`src/crate_bridge_pkg.sv`:
```
package crate_bridge_pkg;

    // Link fan-out
    localparam int LINK_COUNT = 4;
    localparam int LINK_SEL_W = 2;

    // Crate register space, top LINK_SEL_W address bits pick the link
    localparam int ADDR_W      = 27;
    localparam int LINK_ADDR_W = 25;
    localparam int DATA_W      = 32;
    localparam int TAG_W       = 4;

    // Remote response wait in ps_clk cycles, counted from the command
    localparam int TIMEOUT_CYCLES = 64;
    localparam int TIMER_W        = $clog2(TIMEOUT_CYCLES);

    // Two bits of bridge type per link in the configuration word
    localparam int BRIDGE_TYPE_W = 2;
    localparam int BRIDGE_CFG_W  = LINK_COUNT * BRIDGE_TYPE_W;

    // Types 2 and 3 are not implemented, any access through them is invalid
    typedef enum logic [BRIDGE_TYPE_W-1:0] {
        BRIDGE_NONE   = 2'd0,
        BRIDGE_AURORA = 2'd1,
        BRIDGE_RSVD2  = 2'd2,
        BRIDGE_RSVD3  = 2'd3
    } bridge_type_e;

    // Completion status
    typedef enum logic [1:0] {
        STATUS_OK        = 2'd0,
        STATUS_NO_BRIDGE = 2'd1,
        STATUS_INVALID   = 2'd2,
        STATUS_TIMEOUT   = 2'd3
    } resp_status_e;

    // Link channel states
    typedef enum logic [1:0] {
        CH_IDLE = 2'd0,
        CH_WAIT = 2'd1,
        CH_DONE = 2'd2
    } chan_state_e;

endpackage

```
`src/crate_access_dispatch.sv`:
```
`timescale 1ns/1ns

module crate_access_dispatch import crate_bridge_pkg::*; (
    input  logic                    ps_clk,
    input  logic                    rst_i,
    input  logic                    req_valid_i,
    input  logic                    req_write_i,
    input  logic [ADDR_W-1:0]       req_addr_i,
    input  logic [DATA_W-1:0]       req_wdata_i,
    input  logic [TAG_W-1:0]        req_tag_i,
    input  logic                    cfg_valid_i,
    input  logic [BRIDGE_CFG_W-1:0] cfg_type_i,
    output logic [LINK_COUNT-1:0]   chan_req_o,
    output logic                    chan_write_o,
    output logic [LINK_ADDR_W-1:0]  chan_addr_o,
    output logic [DATA_W-1:0]       chan_wdata_o,
    output logic [TAG_W-1:0]        chan_tag_o,
    output bridge_type_e            chan_type_o [LINK_COUNT]
);

    // Bridge type per link
    bridge_type_e          type_q [LINK_COUNT];
    logic [LINK_SEL_W-1:0] link_sel;

    // Link index from the top of the crate address
    assign link_sel = req_addr_i[ADDR_W-1 -: LINK_SEL_W];

    ////////////////////////////////////////////////////////////////////////////
    // Configuration and request strobe
    ////////////////////////////////////////////////////////////////////////////

    always_ff @(posedge ps_clk) begin
        if (rst_i) begin
            for (int n = 0; n < LINK_COUNT; n++) begin
                type_q[n] <= BRIDGE_NONE;
            end
            chan_req_o <= '0;
        end else begin
            // A config write replaces every link's type at once
            if (cfg_valid_i) begin
                for (int n = 0; n < LINK_COUNT; n++) begin
                    type_q[n] <= bridge_type_e'(cfg_type_i[n*BRIDGE_TYPE_W +: BRIDGE_TYPE_W]);
                end
            end
            chan_req_o <= '0;
            if (req_valid_i) begin
                chan_req_o[link_sel] <= 1'b1;
            end
        end
    end

    ////////////////////////////////////////////////////////////////////////////
    // Request payload, shared by all channels
    ////////////////////////////////////////////////////////////////////////////

    always_ff @(posedge ps_clk) begin
        if (req_valid_i) begin
            chan_write_o <= req_write_i;
            chan_addr_o  <= req_addr_i[LINK_ADDR_W-1:0];
            chan_wdata_o <= req_wdata_i;
            chan_tag_o   <= req_tag_i;
            // Type is frozen for the channel at request time
            chan_type_o[link_sel] <= type_q[link_sel];
        end
    end

endmodule

```
`src/crate_link_channel.sv`:
```
`timescale 1ns/1ns

module crate_link_channel import crate_bridge_pkg::*; (
    input  logic                   ps_clk,
    input  logic                   rst_i,
    input  logic                   req_i,
    input  logic                   write_i,
    input  logic [LINK_ADDR_W-1:0] addr_i,
    input  logic [DATA_W-1:0]      wdata_i,
    input  logic [TAG_W-1:0]       tag_i,
    input  bridge_type_e           type_i,
    input  logic                   link_up_i,
    output logic                   cmd_valid_o,
    output logic                   cmd_write_o,
    output logic [LINK_ADDR_W-1:0] cmd_addr_o,
    output logic [DATA_W-1:0]      cmd_wdata_o,
    input  logic                   resp_valid_i,
    input  logic [DATA_W-1:0]      resp_data_i,
    output logic                   done_o,
    output resp_status_e           status_o,
    output logic [DATA_W-1:0]      rdata_o,
    output logic [TAG_W-1:0]       tag_o,
    input  logic                   take_i
);

    chan_state_e        state_q;
    logic [TIMER_W-1:0] timer_q;
    logic               start;
    logic               forward;
    logic               timer_end;

    assign start = (state_q == CH_IDLE) && req_i;
    // Only an Aurora bridge on a live link goes out on the wire
    assign forward   = (type_i == BRIDGE_AURORA) && link_up_i;
    assign timer_end = (timer_q == TIMER_W'(TIMEOUT_CYCLES - 1));
    assign done_o    = (state_q == CH_DONE);

    ////////////////////////////////////////////////////////////////////////////
    // Access FSM
    ////////////////////////////////////////////////////////////////////////////

    always_ff @(posedge ps_clk) begin
        if (rst_i) begin
            state_q     <= CH_IDLE;
            cmd_valid_o <= 1'b0;
            timer_q     <= '0;
        end else begin
            cmd_valid_o <= 1'b0;
            case (state_q)
                CH_IDLE: begin
                    timer_q <= '0;
                    if (req_i) begin
                        if (forward) begin
                            cmd_valid_o <= 1'b1;
                            state_q     <= CH_WAIT;
                        end else begin
                            state_q <= CH_DONE;
                        end
                    end
                end
                CH_WAIT: begin
                    // Timer starts on the cycle the command is on the link
                    timer_q <= timer_q + 1'b1;
                    if (resp_valid_i || timer_end) begin
                        state_q <= CH_DONE;
                    end
                end
                CH_DONE: begin
                    if (take_i) begin
                        state_q <= CH_IDLE;
                    end
                end
                default: state_q <= CH_IDLE;
            endcase
        end
    end

    ////////////////////////////////////////////////////////////////////////////
    // Command and completion payload
    ////////////////////////////////////////////////////////////////////////////

    always_ff @(posedge ps_clk) begin
        if (start) begin
            cmd_write_o <= write_i;
            cmd_addr_o  <= addr_i;
            cmd_wdata_o <= wdata_i;
            tag_o       <= tag_i;
            rdata_o     <= '0;
            case (type_i)
                BRIDGE_NONE:   status_o <= STATUS_NO_BRIDGE;
                BRIDGE_AURORA: status_o <= link_up_i ? STATUS_OK : STATUS_INVALID;
                default:       status_o <= STATUS_INVALID;
            endcase
        end else if (state_q == CH_WAIT) begin
            if (resp_valid_i) begin
                status_o <= STATUS_OK;
                // Write acks carry no data
                rdata_o  <= cmd_write_o ? '0 : resp_data_i;
            end else if (timer_end) begin
                status_o <= STATUS_TIMEOUT;
            end
        end
    end

    // Dispatcher never sends a new access before the last one was taken
    a_req_only_idle: assert property (@(posedge ps_clk) disable iff (rst_i)
        req_i |-> state_q == CH_IDLE)
        else $error("request to link channel while busy");

    // Completion must hold until the merger takes it
    a_done_hold: assert property (@(posedge ps_clk) disable iff (rst_i)
        done_o && !take_i |=> done_o && $stable(status_o) && $stable(rdata_o)
            && $stable(tag_o))
        else $error("completion changed before take");

    a_cmd_single: assert property (@(posedge ps_clk) disable iff (rst_i)
        cmd_valid_o |=> !cmd_valid_o)
        else $error("command strobe longer than one cycle");

endmodule

```
`src/crate_response_merge.sv`:
```
`timescale 1ns/1ns

module crate_response_merge import crate_bridge_pkg::*; (
    input  logic                  ps_clk,
    input  logic                  rst_i,
    input  logic                  clear_flags_i,
    input  logic [LINK_COUNT-1:0] done_i,
    input  resp_status_e          status_i [LINK_COUNT],
    input  logic [DATA_W-1:0]     rdata_i [LINK_COUNT],
    input  logic [TAG_W-1:0]      tag_i [LINK_COUNT],
    output logic [LINK_COUNT-1:0] take_o,
    output logic                  resp_valid_o,
    output resp_status_e          resp_status_o,
    output logic [DATA_W-1:0]     resp_rdata_o,
    output logic [TAG_W-1:0]      resp_tag_o,
    output logic [LINK_SEL_W-1:0] resp_link_o,
    output logic [LINK_COUNT-1:0] timeout_flag_o,
    output logic [LINK_COUNT-1:0] invalid_flag_o
);

    // Round-robin start point, one past the last channel served
    logic [LINK_SEL_W-1:0] rr_q;
    logic                  pick_valid;
    logic [LINK_SEL_W-1:0] pick_idx;
    resp_status_e          pick_status;
    logic [LINK_COUNT-1:0] set_timeout;
    logic [LINK_COUNT-1:0] set_invalid;

    ////////////////////////////////////////////////////////////////////////////
    // Channel pick
    ////////////////////////////////////////////////////////////////////////////

    always_comb begin
        logic [LINK_SEL_W-1:0] idx;
        pick_valid = 1'b0;
        pick_idx   = '0;
        for (int i = 0; i < LINK_COUNT; i++) begin
            // Index wraps since LINK_COUNT is a power of two
            idx = rr_q + LINK_SEL_W'(i);
            if (!pick_valid && done_i[idx]) begin
                pick_valid = 1'b1;
                pick_idx   = idx;
            end
        end
    end

    assign take_o      = pick_valid ? (LINK_COUNT'(1) << pick_idx) : '0;
    assign pick_status = status_i[pick_idx];
    assign set_timeout = (pick_valid && pick_status == STATUS_TIMEOUT) ? take_o : '0;
    assign set_invalid = (pick_valid && pick_status == STATUS_INVALID) ? take_o : '0;

    ////////////////////////////////////////////////////////////////////////////
    // Output strobe and sticky flags
    ////////////////////////////////////////////////////////////////////////////

    always_ff @(posedge ps_clk) begin
        if (rst_i) begin
            rr_q           <= '0;
            resp_valid_o   <= 1'b0;
            timeout_flag_o <= '0;
            invalid_flag_o <= '0;
        end else begin
            resp_valid_o <= pick_valid;
            if (pick_valid) begin
                rr_q <= pick_idx + 1'b1;
            end
            // New flag wins over a clear in the same cycle
            timeout_flag_o <= (clear_flags_i ? '0 : timeout_flag_o) | set_timeout;
            invalid_flag_o <= (clear_flags_i ? '0 : invalid_flag_o) | set_invalid;
        end
    end

    always_ff @(posedge ps_clk) begin
        if (pick_valid) begin
            resp_status_o <= pick_status;
            resp_rdata_o  <= rdata_i[pick_idx];
            resp_tag_o    <= tag_i[pick_idx];
            resp_link_o   <= pick_idx;
        end
    end

    a_take_onehot: assert property (@(posedge ps_clk) disable iff (rst_i)
        $onehot0(take_o))
        else $error("more than one channel taken");

endmodule

```
`src/crate_bridge_top.sv`:
```
`timescale 1ns/1ns

module crate_bridge_top import crate_bridge_pkg::*; (
    input  logic                                  ps_clk,
    input  logic                                  rst_i,
    input  logic                                  req_valid_i,
    input  logic                                  req_write_i,
    input  logic [ADDR_W-1:0]                     req_addr_i,
    input  logic [DATA_W-1:0]                     req_wdata_i,
    input  logic [TAG_W-1:0]                      req_tag_i,
    input  logic                                  cfg_valid_i,
    input  logic [BRIDGE_CFG_W-1:0]               cfg_type_i,
    input  logic                                  clear_flags_i,
    input  logic [LINK_COUNT-1:0]                 link_up_i,
    output logic [LINK_COUNT-1:0]                 link_cmd_valid_o,
    output logic [LINK_COUNT-1:0]                 link_cmd_write_o,
    output logic [LINK_COUNT-1:0][LINK_ADDR_W-1:0] link_cmd_addr_o,
    output logic [LINK_COUNT-1:0][DATA_W-1:0]     link_cmd_wdata_o,
    input  logic [LINK_COUNT-1:0]                 link_resp_valid_i,
    input  logic [LINK_COUNT-1:0][DATA_W-1:0]     link_resp_data_i,
    output logic                                  resp_valid_o,
    output resp_status_e                          resp_status_o,
    output logic [DATA_W-1:0]                     resp_rdata_o,
    output logic [TAG_W-1:0]                      resp_tag_o,
    output logic [LINK_SEL_W-1:0]                 resp_link_o,
    output logic [LINK_COUNT-1:0]                 timeout_flag_o,
    output logic [LINK_COUNT-1:0]                 invalid_flag_o
);

    // Dispatcher to channels
    logic [LINK_COUNT-1:0]  chan_req;
    logic                   chan_write;
    logic [LINK_ADDR_W-1:0] chan_addr;
    logic [DATA_W-1:0]      chan_wdata;
    logic [TAG_W-1:0]       chan_tag;
    bridge_type_e           chan_type [LINK_COUNT];

    // Channels to merger
    logic [LINK_COUNT-1:0]  chan_done;
    logic [LINK_COUNT-1:0]  chan_take;
    resp_status_e           chan_status [LINK_COUNT];
    logic [DATA_W-1:0]      chan_rdata [LINK_COUNT];
    logic [TAG_W-1:0]       chan_tag_out [LINK_COUNT];

    crate_access_dispatch u_dispatch (
        .ps_clk       (ps_clk),
        .rst_i        (rst_i),
        .req_valid_i  (req_valid_i),
        .req_write_i  (req_write_i),
        .req_addr_i   (req_addr_i),
        .req_wdata_i  (req_wdata_i),
        .req_tag_i    (req_tag_i),
        .cfg_valid_i  (cfg_valid_i),
        .cfg_type_i   (cfg_type_i),
        .chan_req_o   (chan_req),
        .chan_write_o (chan_write),
        .chan_addr_o  (chan_addr),
        .chan_wdata_o (chan_wdata),
        .chan_tag_o   (chan_tag),
        .chan_type_o  (chan_type)
    );

    ////////////////////////////////////////////////////////////////////////////
    // One access engine per TURFIO link
    ////////////////////////////////////////////////////////////////////////////

    for (genvar g = 0; g < LINK_COUNT; g++) begin : g_link
        crate_link_channel u_chan (
            .ps_clk       (ps_clk),
            .rst_i        (rst_i),
            .req_i        (chan_req[g]),
            .write_i      (chan_write),
            .addr_i       (chan_addr),
            .wdata_i      (chan_wdata),
            .tag_i        (chan_tag),
            .type_i       (chan_type[g]),
            .link_up_i    (link_up_i[g]),
            .cmd_valid_o  (link_cmd_valid_o[g]),
            .cmd_write_o  (link_cmd_write_o[g]),
            .cmd_addr_o   (link_cmd_addr_o[g]),
            .cmd_wdata_o  (link_cmd_wdata_o[g]),
            .resp_valid_i (link_resp_valid_i[g]),
            .resp_data_i  (link_resp_data_i[g]),
            .done_o       (chan_done[g]),
            .status_o     (chan_status[g]),
            .rdata_o      (chan_rdata[g]),
            .tag_o        (chan_tag_out[g]),
            .take_i       (chan_take[g])
        );
    end

    crate_response_merge u_merge (
        .ps_clk         (ps_clk),
        .rst_i          (rst_i),
        .clear_flags_i  (clear_flags_i),
        .done_i         (chan_done),
        .status_i       (chan_status),
        .rdata_i        (chan_rdata),
        .tag_i          (chan_tag_out),
        .take_o         (chan_take),
        .resp_valid_o   (resp_valid_o),
        .resp_status_o  (resp_status_o),
        .resp_rdata_o   (resp_rdata_o),
        .resp_tag_o     (resp_tag_o),
        .resp_link_o    (resp_link_o),
        .timeout_flag_o (timeout_flag_o),
        .invalid_flag_o (invalid_flag_o)
    );

endmodule

```
`config.mk`:
```
export PLATFORM = sky130hd
export DESIGN_NAME = crate_bridge_top
export DESIGN_NICKNAME = d
export VERILOG_FILES = /design/src/crate_bridge_pkg.sv /design/src/crate_access_dispatch.sv /design/src/crate_link_channel.sv /design/src/crate_response_merge.sv /design/src/crate_bridge_top.sv
export SDC_FILE = /design/constraint.sdc
export NUM_CORES = 1
export LEC_CHECK = 0
export BUFFER_PORTS_ARGS = -buffer_cell sky130_fd_sc_hd__clkbuf_2
export CORE_ASPECT_RATIO = 0.8
export CORE_MARGIN = 1
export CORE_UTILIZATION = 48
export DETAILED_ROUTE_END_ITERATION = 7
export GPL_TIMING_DRIVEN = 0
export PLACE_DENSITY = 0.86
export SLEW_MARGIN = 25
export SYNTH_ARGS = -nofsm -noshare
export SYNTH_HDL_FRONTEND = slang
export SYNTH_HIERARCHICAL = 1
export SYNTH_SLANG_ARGS = --single-unit
```
`constraint.sdc`:
```
create_clock -name ps_clk -period 3.1 [get_ports ps_clk]
set_input_delay 0.31 -clock ps_clk [delete_from_list [all_inputs] [get_ports ps_clk]]
set_output_delay 0.31 -clock ps_clk [all_outputs]
set_load 0.02 [all_outputs]
```
---- Yosys cells after proc, flatten, opt, wreduce, memory -nomap -nowiden ----
Memories as Yosys holds them, arrays and structs flattened.
Cells that the tools add are included.
operators by class
  muxes and demuxes ....................... 100
  $add $sub $neg .......................... 8
  bitwise logic cells ..................... 17
  order comparisons ....................... 9
  shift operators ......................... 1
  eq/ne operators ......................... 30
  reductions and logical operators ........ 59
operators with widths
  operator               count
  $mux W32               6
  $mux W2                47
  $bmux W32 S2           1
  $pmux W6 S2            4
  $mux W4                7
  $add A6 B1 Y6 const B  4
  $eq A6 B6 Y1 const B   4
  $pmux W2 S3            4
  $mux W1                18
  $eq A2 B1 Y1 const B   8
  $logic_not A2 Y1       8
  $ne A2 B1 Y1 const B   8
  $pmux W2 S2            4
  $reduce_and A2 Y1      8
  $reduce_bool A2 Y1     8
  $logic_and A1 B1 Y1    15
  $lt A2 B3 Y1 const B   5
  $eq A2 B2 Y1 const B   6
  $reduce_and A3 Y1      4
  $reduce_bool A3 Y1     4
  $reduce_or A3 Y1       4
  $not A1 Y1             9
  $bmux W1 S2            4
  $bmux W4 S2            1
  other kinds (17)       33
storage, ports and cells
  memory bits (writable) .................. 8
  register bits after elaboration ......... 545
  memories ................................ 1
  input bits .............................. 213
  logic and storage cells ................. 278
  output and inout port bits .............. 285
memory list
  name               depth  width  rd ports  clocked after memory_dff  wr ports  RTL line                     text
  u_dispatch.type_q  4      2      1         0                         4         crate_access_dispatch.sv:22  bridge_type_e type_q [LINK_COUNT];

---- Depth between registers and ports, before layout ----
  depth after elaboration ................. 21
  depth in mapped cells ................... 13
  gate-level depth less buffers ........... 10

---- Hierarchy ----
The synthesis kept the hierarchy.
by module, submodules not included
  module                 sequential area each (um2)  times used  cells an instance  area an instance (um2)
  crate_link_channel     2742.6                      4           259                3608.5
  crate_response_merge   1421.4                      1           351                2984.1
  crate_access_dispatch  2422.3                      1           104                2638.8

---- Least setup slack after synthesis ----
OpenSTA, ideal clock, no wires.
  kind .................................... reg-to-reg
  from .................................... register g_link[0].u_chan.state_q[1]
  to ...................................... register g_link[0].u_chan.cmd_addr_o[0] (enable)
  clock period less this slack ............ 2977 ps
  data required time ...................... 2649 ps
  library setup time ...................... 451 ps
  path slack .............................. 123 ps
  arrival ................................. 2527 ps
  cell stages (with the launch flop) ...... 4
  buffers on the path ..................... 2
  cells stage by stage .................... dfxtp_1 buf_6 nor3b_2 clkbuf_1
on the way
  word-level cells in the longest chain between the ends .. 2
RTL lines
  what                              RTL line                  text
  start: declaration                crate_link_channel.sv:26  chan_state_e state_q;
  start signal: assignment          crate_link_channel.sv:44  state_q <= CH_IDLE;
  start signal: assignment          crate_link_channel.sv:55  state_q <= CH_WAIT;
  start signal: assignment          crate_link_channel.sv:57  state_q <= CH_DONE;
  $logic_not A2 Y1                  crate_link_channel.sv:32  assign start = (state_q == CH_IDLE) && req_i;
  $logic_and A1 B1 Y1               crate_link_channel.sv:32
  named net g_link[0].u_chan.start  crate_link_channel.sv:28  logic start;
  end signal: assignment            crate_link_channel.sv:85  cmd_addr_o <= addr_i;
  end: declaration                  crate_link_channel.sv:15  output logic [LINK_ADDR_W-1:0] cmd_addr_o,
The timed path passes the listed nets, and every way through them passes these cells.
A chain may end at the register's enable or synchronous reset.

---- Final worst setup path ----
  from .................................... register g_link[2].u_chan.state_q[1]
  to ...................................... register u_merge.timeout_flag_o[2]
on the way
  elaborated cells on any way between the ends .. 33
  classes of those cells .................. 2 x eq/ne; 1 x shift; 21 x mux; 2 x bitwise; 7 x reduce/logical
RTL lines
  what                           RTL line                    text
  start: declaration             crate_link_channel.sv:26
  start signal: assignment       crate_link_channel.sv:44
  start signal: assignment       crate_link_channel.sv:55
  start signal: assignment       crate_link_channel.sv:57
  $eq A2 B2 Y1 *                 crate_link_channel.sv:36    assign done_o = (state_q == CH_DONE);
  named net chan_done[2]         crate_bridge_top.sv:39      logic [LINK_COUNT-1:0] chan_done;
  $bmux W1 S2                    crate_response_merge.sv:40  if (!pick_valid && done_i[idx]) begin
  $mux W1 (not written as such)  crate_response_merge.sv:40
  $mux W1                        crate_response_merge.sv:40
  $logic_not A1 Y1               crate_response_merge.sv:40
  $logic_and A1 B1 Y1            crate_response_merge.sv:40
  $mux W1                        crate_response_merge.sv:40
  [3 not listed]                 --
  $logic_not A1 Y1               crate_response_merge.sv:40
  $logic_and A1 B1 Y1            crate_response_merge.sv:40
  $mux W2                        crate_response_merge.sv:40
  $shl A1 B2 Y4                  crate_response_merge.sv:47  assign take_o = pick_valid ? (LINK_COUNT'(1) << pick_idx) : '0;
  $mux W4 *                      crate_response_merge.sv:47
  named net chan_take[2]         crate_bridge_top.sv:40      logic [LINK_COUNT-1:0] chan_take;
  $mux W4 *                      crate_response_merge.sv:49  assign set_timeout = (pick_valid && pick_status == STATUS_TIMEOUT) ? take_o : '0;
  $or A4 B4 Y4 *                 crate_response_merge.sv:68  timeout_flag_o <= (clear_flags_i ? '0 : timeout_flag_o) | set_timeout;
  end signal: assignment         crate_response_merge.sv:68
  end: declaration               crate_response_merge.sv:17  output logic [LINK_COUNT-1:0] timeout_flag_o,
Mark *: on every way through the listed nets, which the timed path passes. The rest lies on a longest branch. The select of a mux whose other input is x is not followed.

==> results.toml <==
[sta]
setup_viol = 0
fin_skew_ps = 26.6
rsz0062_at_grt = "no"
tns_ps = 0
finalCritPeriodShare = 0.968
hold_viol = 0
max_slew_margin = 0.494
fmax_mhz = 333
finalMaxSlewViolations = 0
holdWs_ps = 22.7
worst_pin_slew_ps = 753
final.min_clock_period_ps = 3000

[setup_path]
r2r_end = "u_merge/timeout_flag_o[2]$_SDFF_PP0_"
reg2reg_depth = 12
critPathMaxFanout = 11
worst_setup_path_end_kind = "flop"
max_stage_delay_ps = 410
cp_slowest_cell = "nor2b_2"
path_cells = "buf_6, nor2b_2, nand2_1, a2bb2oi_2, nor2b_4, inv_4, buf_4, buf_2, ha_1, nor2b_1, nand2b_1, o32ai_1"
rrSetupSlack_ps = 100
path_class = "reg -> reg"
timing.critical_path.required_ps = 3590
r2r-start = "g_link[2].u_chan/state_q[1]$_SDFFE_PP0P_"
crit_path_start_kind = "flop"
arrival_ps = 3480

[detailed_routing]
post-route-drc-count = 0
dr_total_vias = 15736
dr.max_layer_used = "met4"
ant_nets = 0
drt_iter0_drc = 1963
wl_met1_um = 23500
dr_wl_met2_um = 31600
routed_via_density = 5.62
drt_wl_total_um = 65800
wl_met3_um = 7690
drt_pass1_iterations = 7
wire_per_inst_um = 23.5

[worst_hold_path]
hp-start = "link_resp_data_i[91]"
hold_path_depth = 3
hold_class = "in -> reg"
holdPathEnd = "g_link[2].u_chan/rdata_o[27]$_SDFFE_PP0P_"

[floorplanning]
chipHeight_um = 185
ios = 498
core_mm2 = 0.0410
rows = 66
start_util = 0.490
die_w_um = 231
dieArea_mm2 = 0.0426

[grt]
grt_remaining_overflow = 0
grt_pass1_vias = 15837
track_usage = 0.299
antenna_found_initial = 4
grt_pass1_wl_um = 94400
grt_max_degree = 71

[layout]
area_growth_pct = 33.0
fin_area_mm2 = 0.0267
fill_cells = 2793
nets = 2428
postLayoutCoreUtil = 0.651
drive_above_1_share = 0.292
final_common_cell = "clkbuf_2"
final_cell_mix = "clkbuf_2 (494), edfxtp_1 (374), nand2_1 (286)"

[power_and_ir_drop]
p_leak_nw = 10.2
power.density_mw_per_mm2 = 585
vdd_drop_max_v = 0.000558
finalPower_mw = 15.6

[clock_tree]
cts_buffer_depth = 3
cts_tree = "done"
cts_buffers = 52
cts_max_level = 2
root_buffer = "clkbuf_16"
cts_num_sinks = 553
clk_latency_ps = 600
clk_pin_slew_ps = 60

[synth]
async_flop_share = 0
syn_area_mm2 = 0.0201
synth_edf_count = 374
synth.net_count = 1712
ys_seq_area_frac = 0.739
synthCells = 1491
synth_seq_cells = 553
ys_types = 51
ys_warn_count = 6
synth_area_per_cell_um2 = 13.5
synth_ff_type = "edfxtp_1"

[job]
cap_viol_max_count = 0

[run_status]
run_status = "finished, final reports clean"

[placement]
placed_area_mm2 = 0.0234
routabilityCongestion = 0.915
dp_hpwl_um = 41900
port_buffers = 495
==> worst max-delay path by stage <==
stage                                                        start                                   endpoint  slack (ps)
after global routing      g_link[3].u_chan/state_q[1]$_SDFFE_PP0P_       u_merge/timeout_flag_o[3]$_SDFF_PP0_           7
final                     g_link[2].u_chan/state_q[1]$_SDFFE_PP0P_       u_merge/timeout_flag_o[2]$_SDFF_PP0_         100
after global placement    g_link[3].u_chan/state_q[1]$_SDFFE_PP0P_  g_link[3].u_chan/cmd_addr_o[14]$_DFFE_PP_       -1520
after detailed placement  g_link[3].u_chan/state_q[1]$_SDFFE_PP0P_       u_merge/timeout_flag_o[3]$_SDFF_PP0_        -440
after CTS                 g_link[3].u_chan/state_q[1]$_SDFFE_PP0P_       u_merge/invalid_flag_o[2]$_SDFF_PP0_           2
after floorplan           g_link[0].u_chan/state_q[1]$_SDFFE_PP0P_   g_link[0].u_chan/cmd_addr_o[0]$_DFFE_PP_         120
==> layer usage <==
| metal | vias up | track usage |
|---|---|---|
| li1 | 6824 | - |
| met1 | 7520 | 0.362 |
| met2 | 1156 | 0.495 |
| met3 | 236 | 0.0885 |
| met4 | 0 | 0.136 |
| met5 | - | 0 |
==> synthesized netlist by cell type, types with 12 or more instances <==
cell type / number / area (um2)
dfxtp_1: 179 / 3580
a31oi_1: 40 / 250
xor2_1: 12 / 105
nor2b_1: 16 / 100
and3b_1: 13 / 114
clkbuf_1: 34 / 128
nand3b_1: 132 / 991
edfxtp_1: 374 / 11200
a21oi_1: 148 / 741
and3_1: 40 / 250
nor2_1: 34 / 128
nand2b_1: 21 / 131
nand2_1: 286 / 1070
buf_2: 45 / 225
==> flip-flops by register name (all words and copies together), names as in the netlist, 8 cells and up <==
name and count:
g_link.u_chan/cmd_addr_o 100, g_link.u_chan/status_o 8, g_link.u_chan/rdata_o 128, u_dispatch/chan_addr_o 25, u_dispatch/chan_type_o 8, g_link.u_chan/tag_o 16
u_dispatch/type_q 8, u_merge/resp_rdata_o 32, g_link.u_chan/state_q 8, g_link.u_chan/timer_q 24, u_dispatch/chan_wdata_o 32, g_link.u_chan/cmd_wdata_o 128
==> what timing repair did <==
action	4_1_cts	5_1_grt
buffers inserted	0	0
endpoints found under the setup margin	14	7
hold buffers	162	0
hold endpoints to repair	163	0
gates resized for setup	4	4
==> report_power, final <==
group | switching (mW) | internal (mW) | leakage (nW) | total [mW]
sequential | 0.144 | 8.16 | 4.92 | 8.30
combinational | 0.628 | 0.428 | 4.51 | 1.06
clock | 2.80 | 3.46 | 0.808 | 6.25
total | 3.57 | 12.0 | 10.2 | 15.6
==> layout make-up <==
type | count | area [um2] | area share
Timing Repair Buffer | 662 | 4240 | 0.159
Inverter | 13 | 53.8 | 0.00202
Clock inverter | 23 | 194 | 0.00727
Clock buffer | 72 | 1460 | 0.0546
Buffer | 88 | 458 | 0.0172
Multi-Input combinational cell | 837 | 4770 | 0.179
Tap cell | 544 | 681 | 0.0255
Sequential cell | 553 | 14800 | 0.555
Antenna cell | 7 | 17.5 | 0.000656
==> worst max-delay path: cells and delay by family, from the launching register on <==
kind | cells | cell delay (ps)
compound gates | 2 | 420
fa+ha+maj | 1 | 240
buf+inv | 4 | 790
flops | 1 | 350
simple gates | 5 | 1100
==> through the flow <==
step           worst slack [ps]  cells
6_report                    101   2799
5_1_grt                    7.17   2796
4_1_cts                    2.28   2792
3_5_place_dp               -445   2535
3_3_place_gp              -1520   2530
2_1_floorplan               123   1491
==> logic make-up (layout without fill, tap and decap cells) <==
logic type,after synthesis,count (layout),share of synthesized area
AOI/OAI and AO/OA,226,226,0.0641
xor gates and xnor gates,16,16,0.00699
adders and majority gates,8,8,0.00499
buffers and inverters,101,858,0.0243
DFF,553,553,0.739
muxes,10,10,0.00674
other,0,7,0
and+or+nand+nor,577,577,0.154
Note: power is estimated with default switching activity, not from simulation.
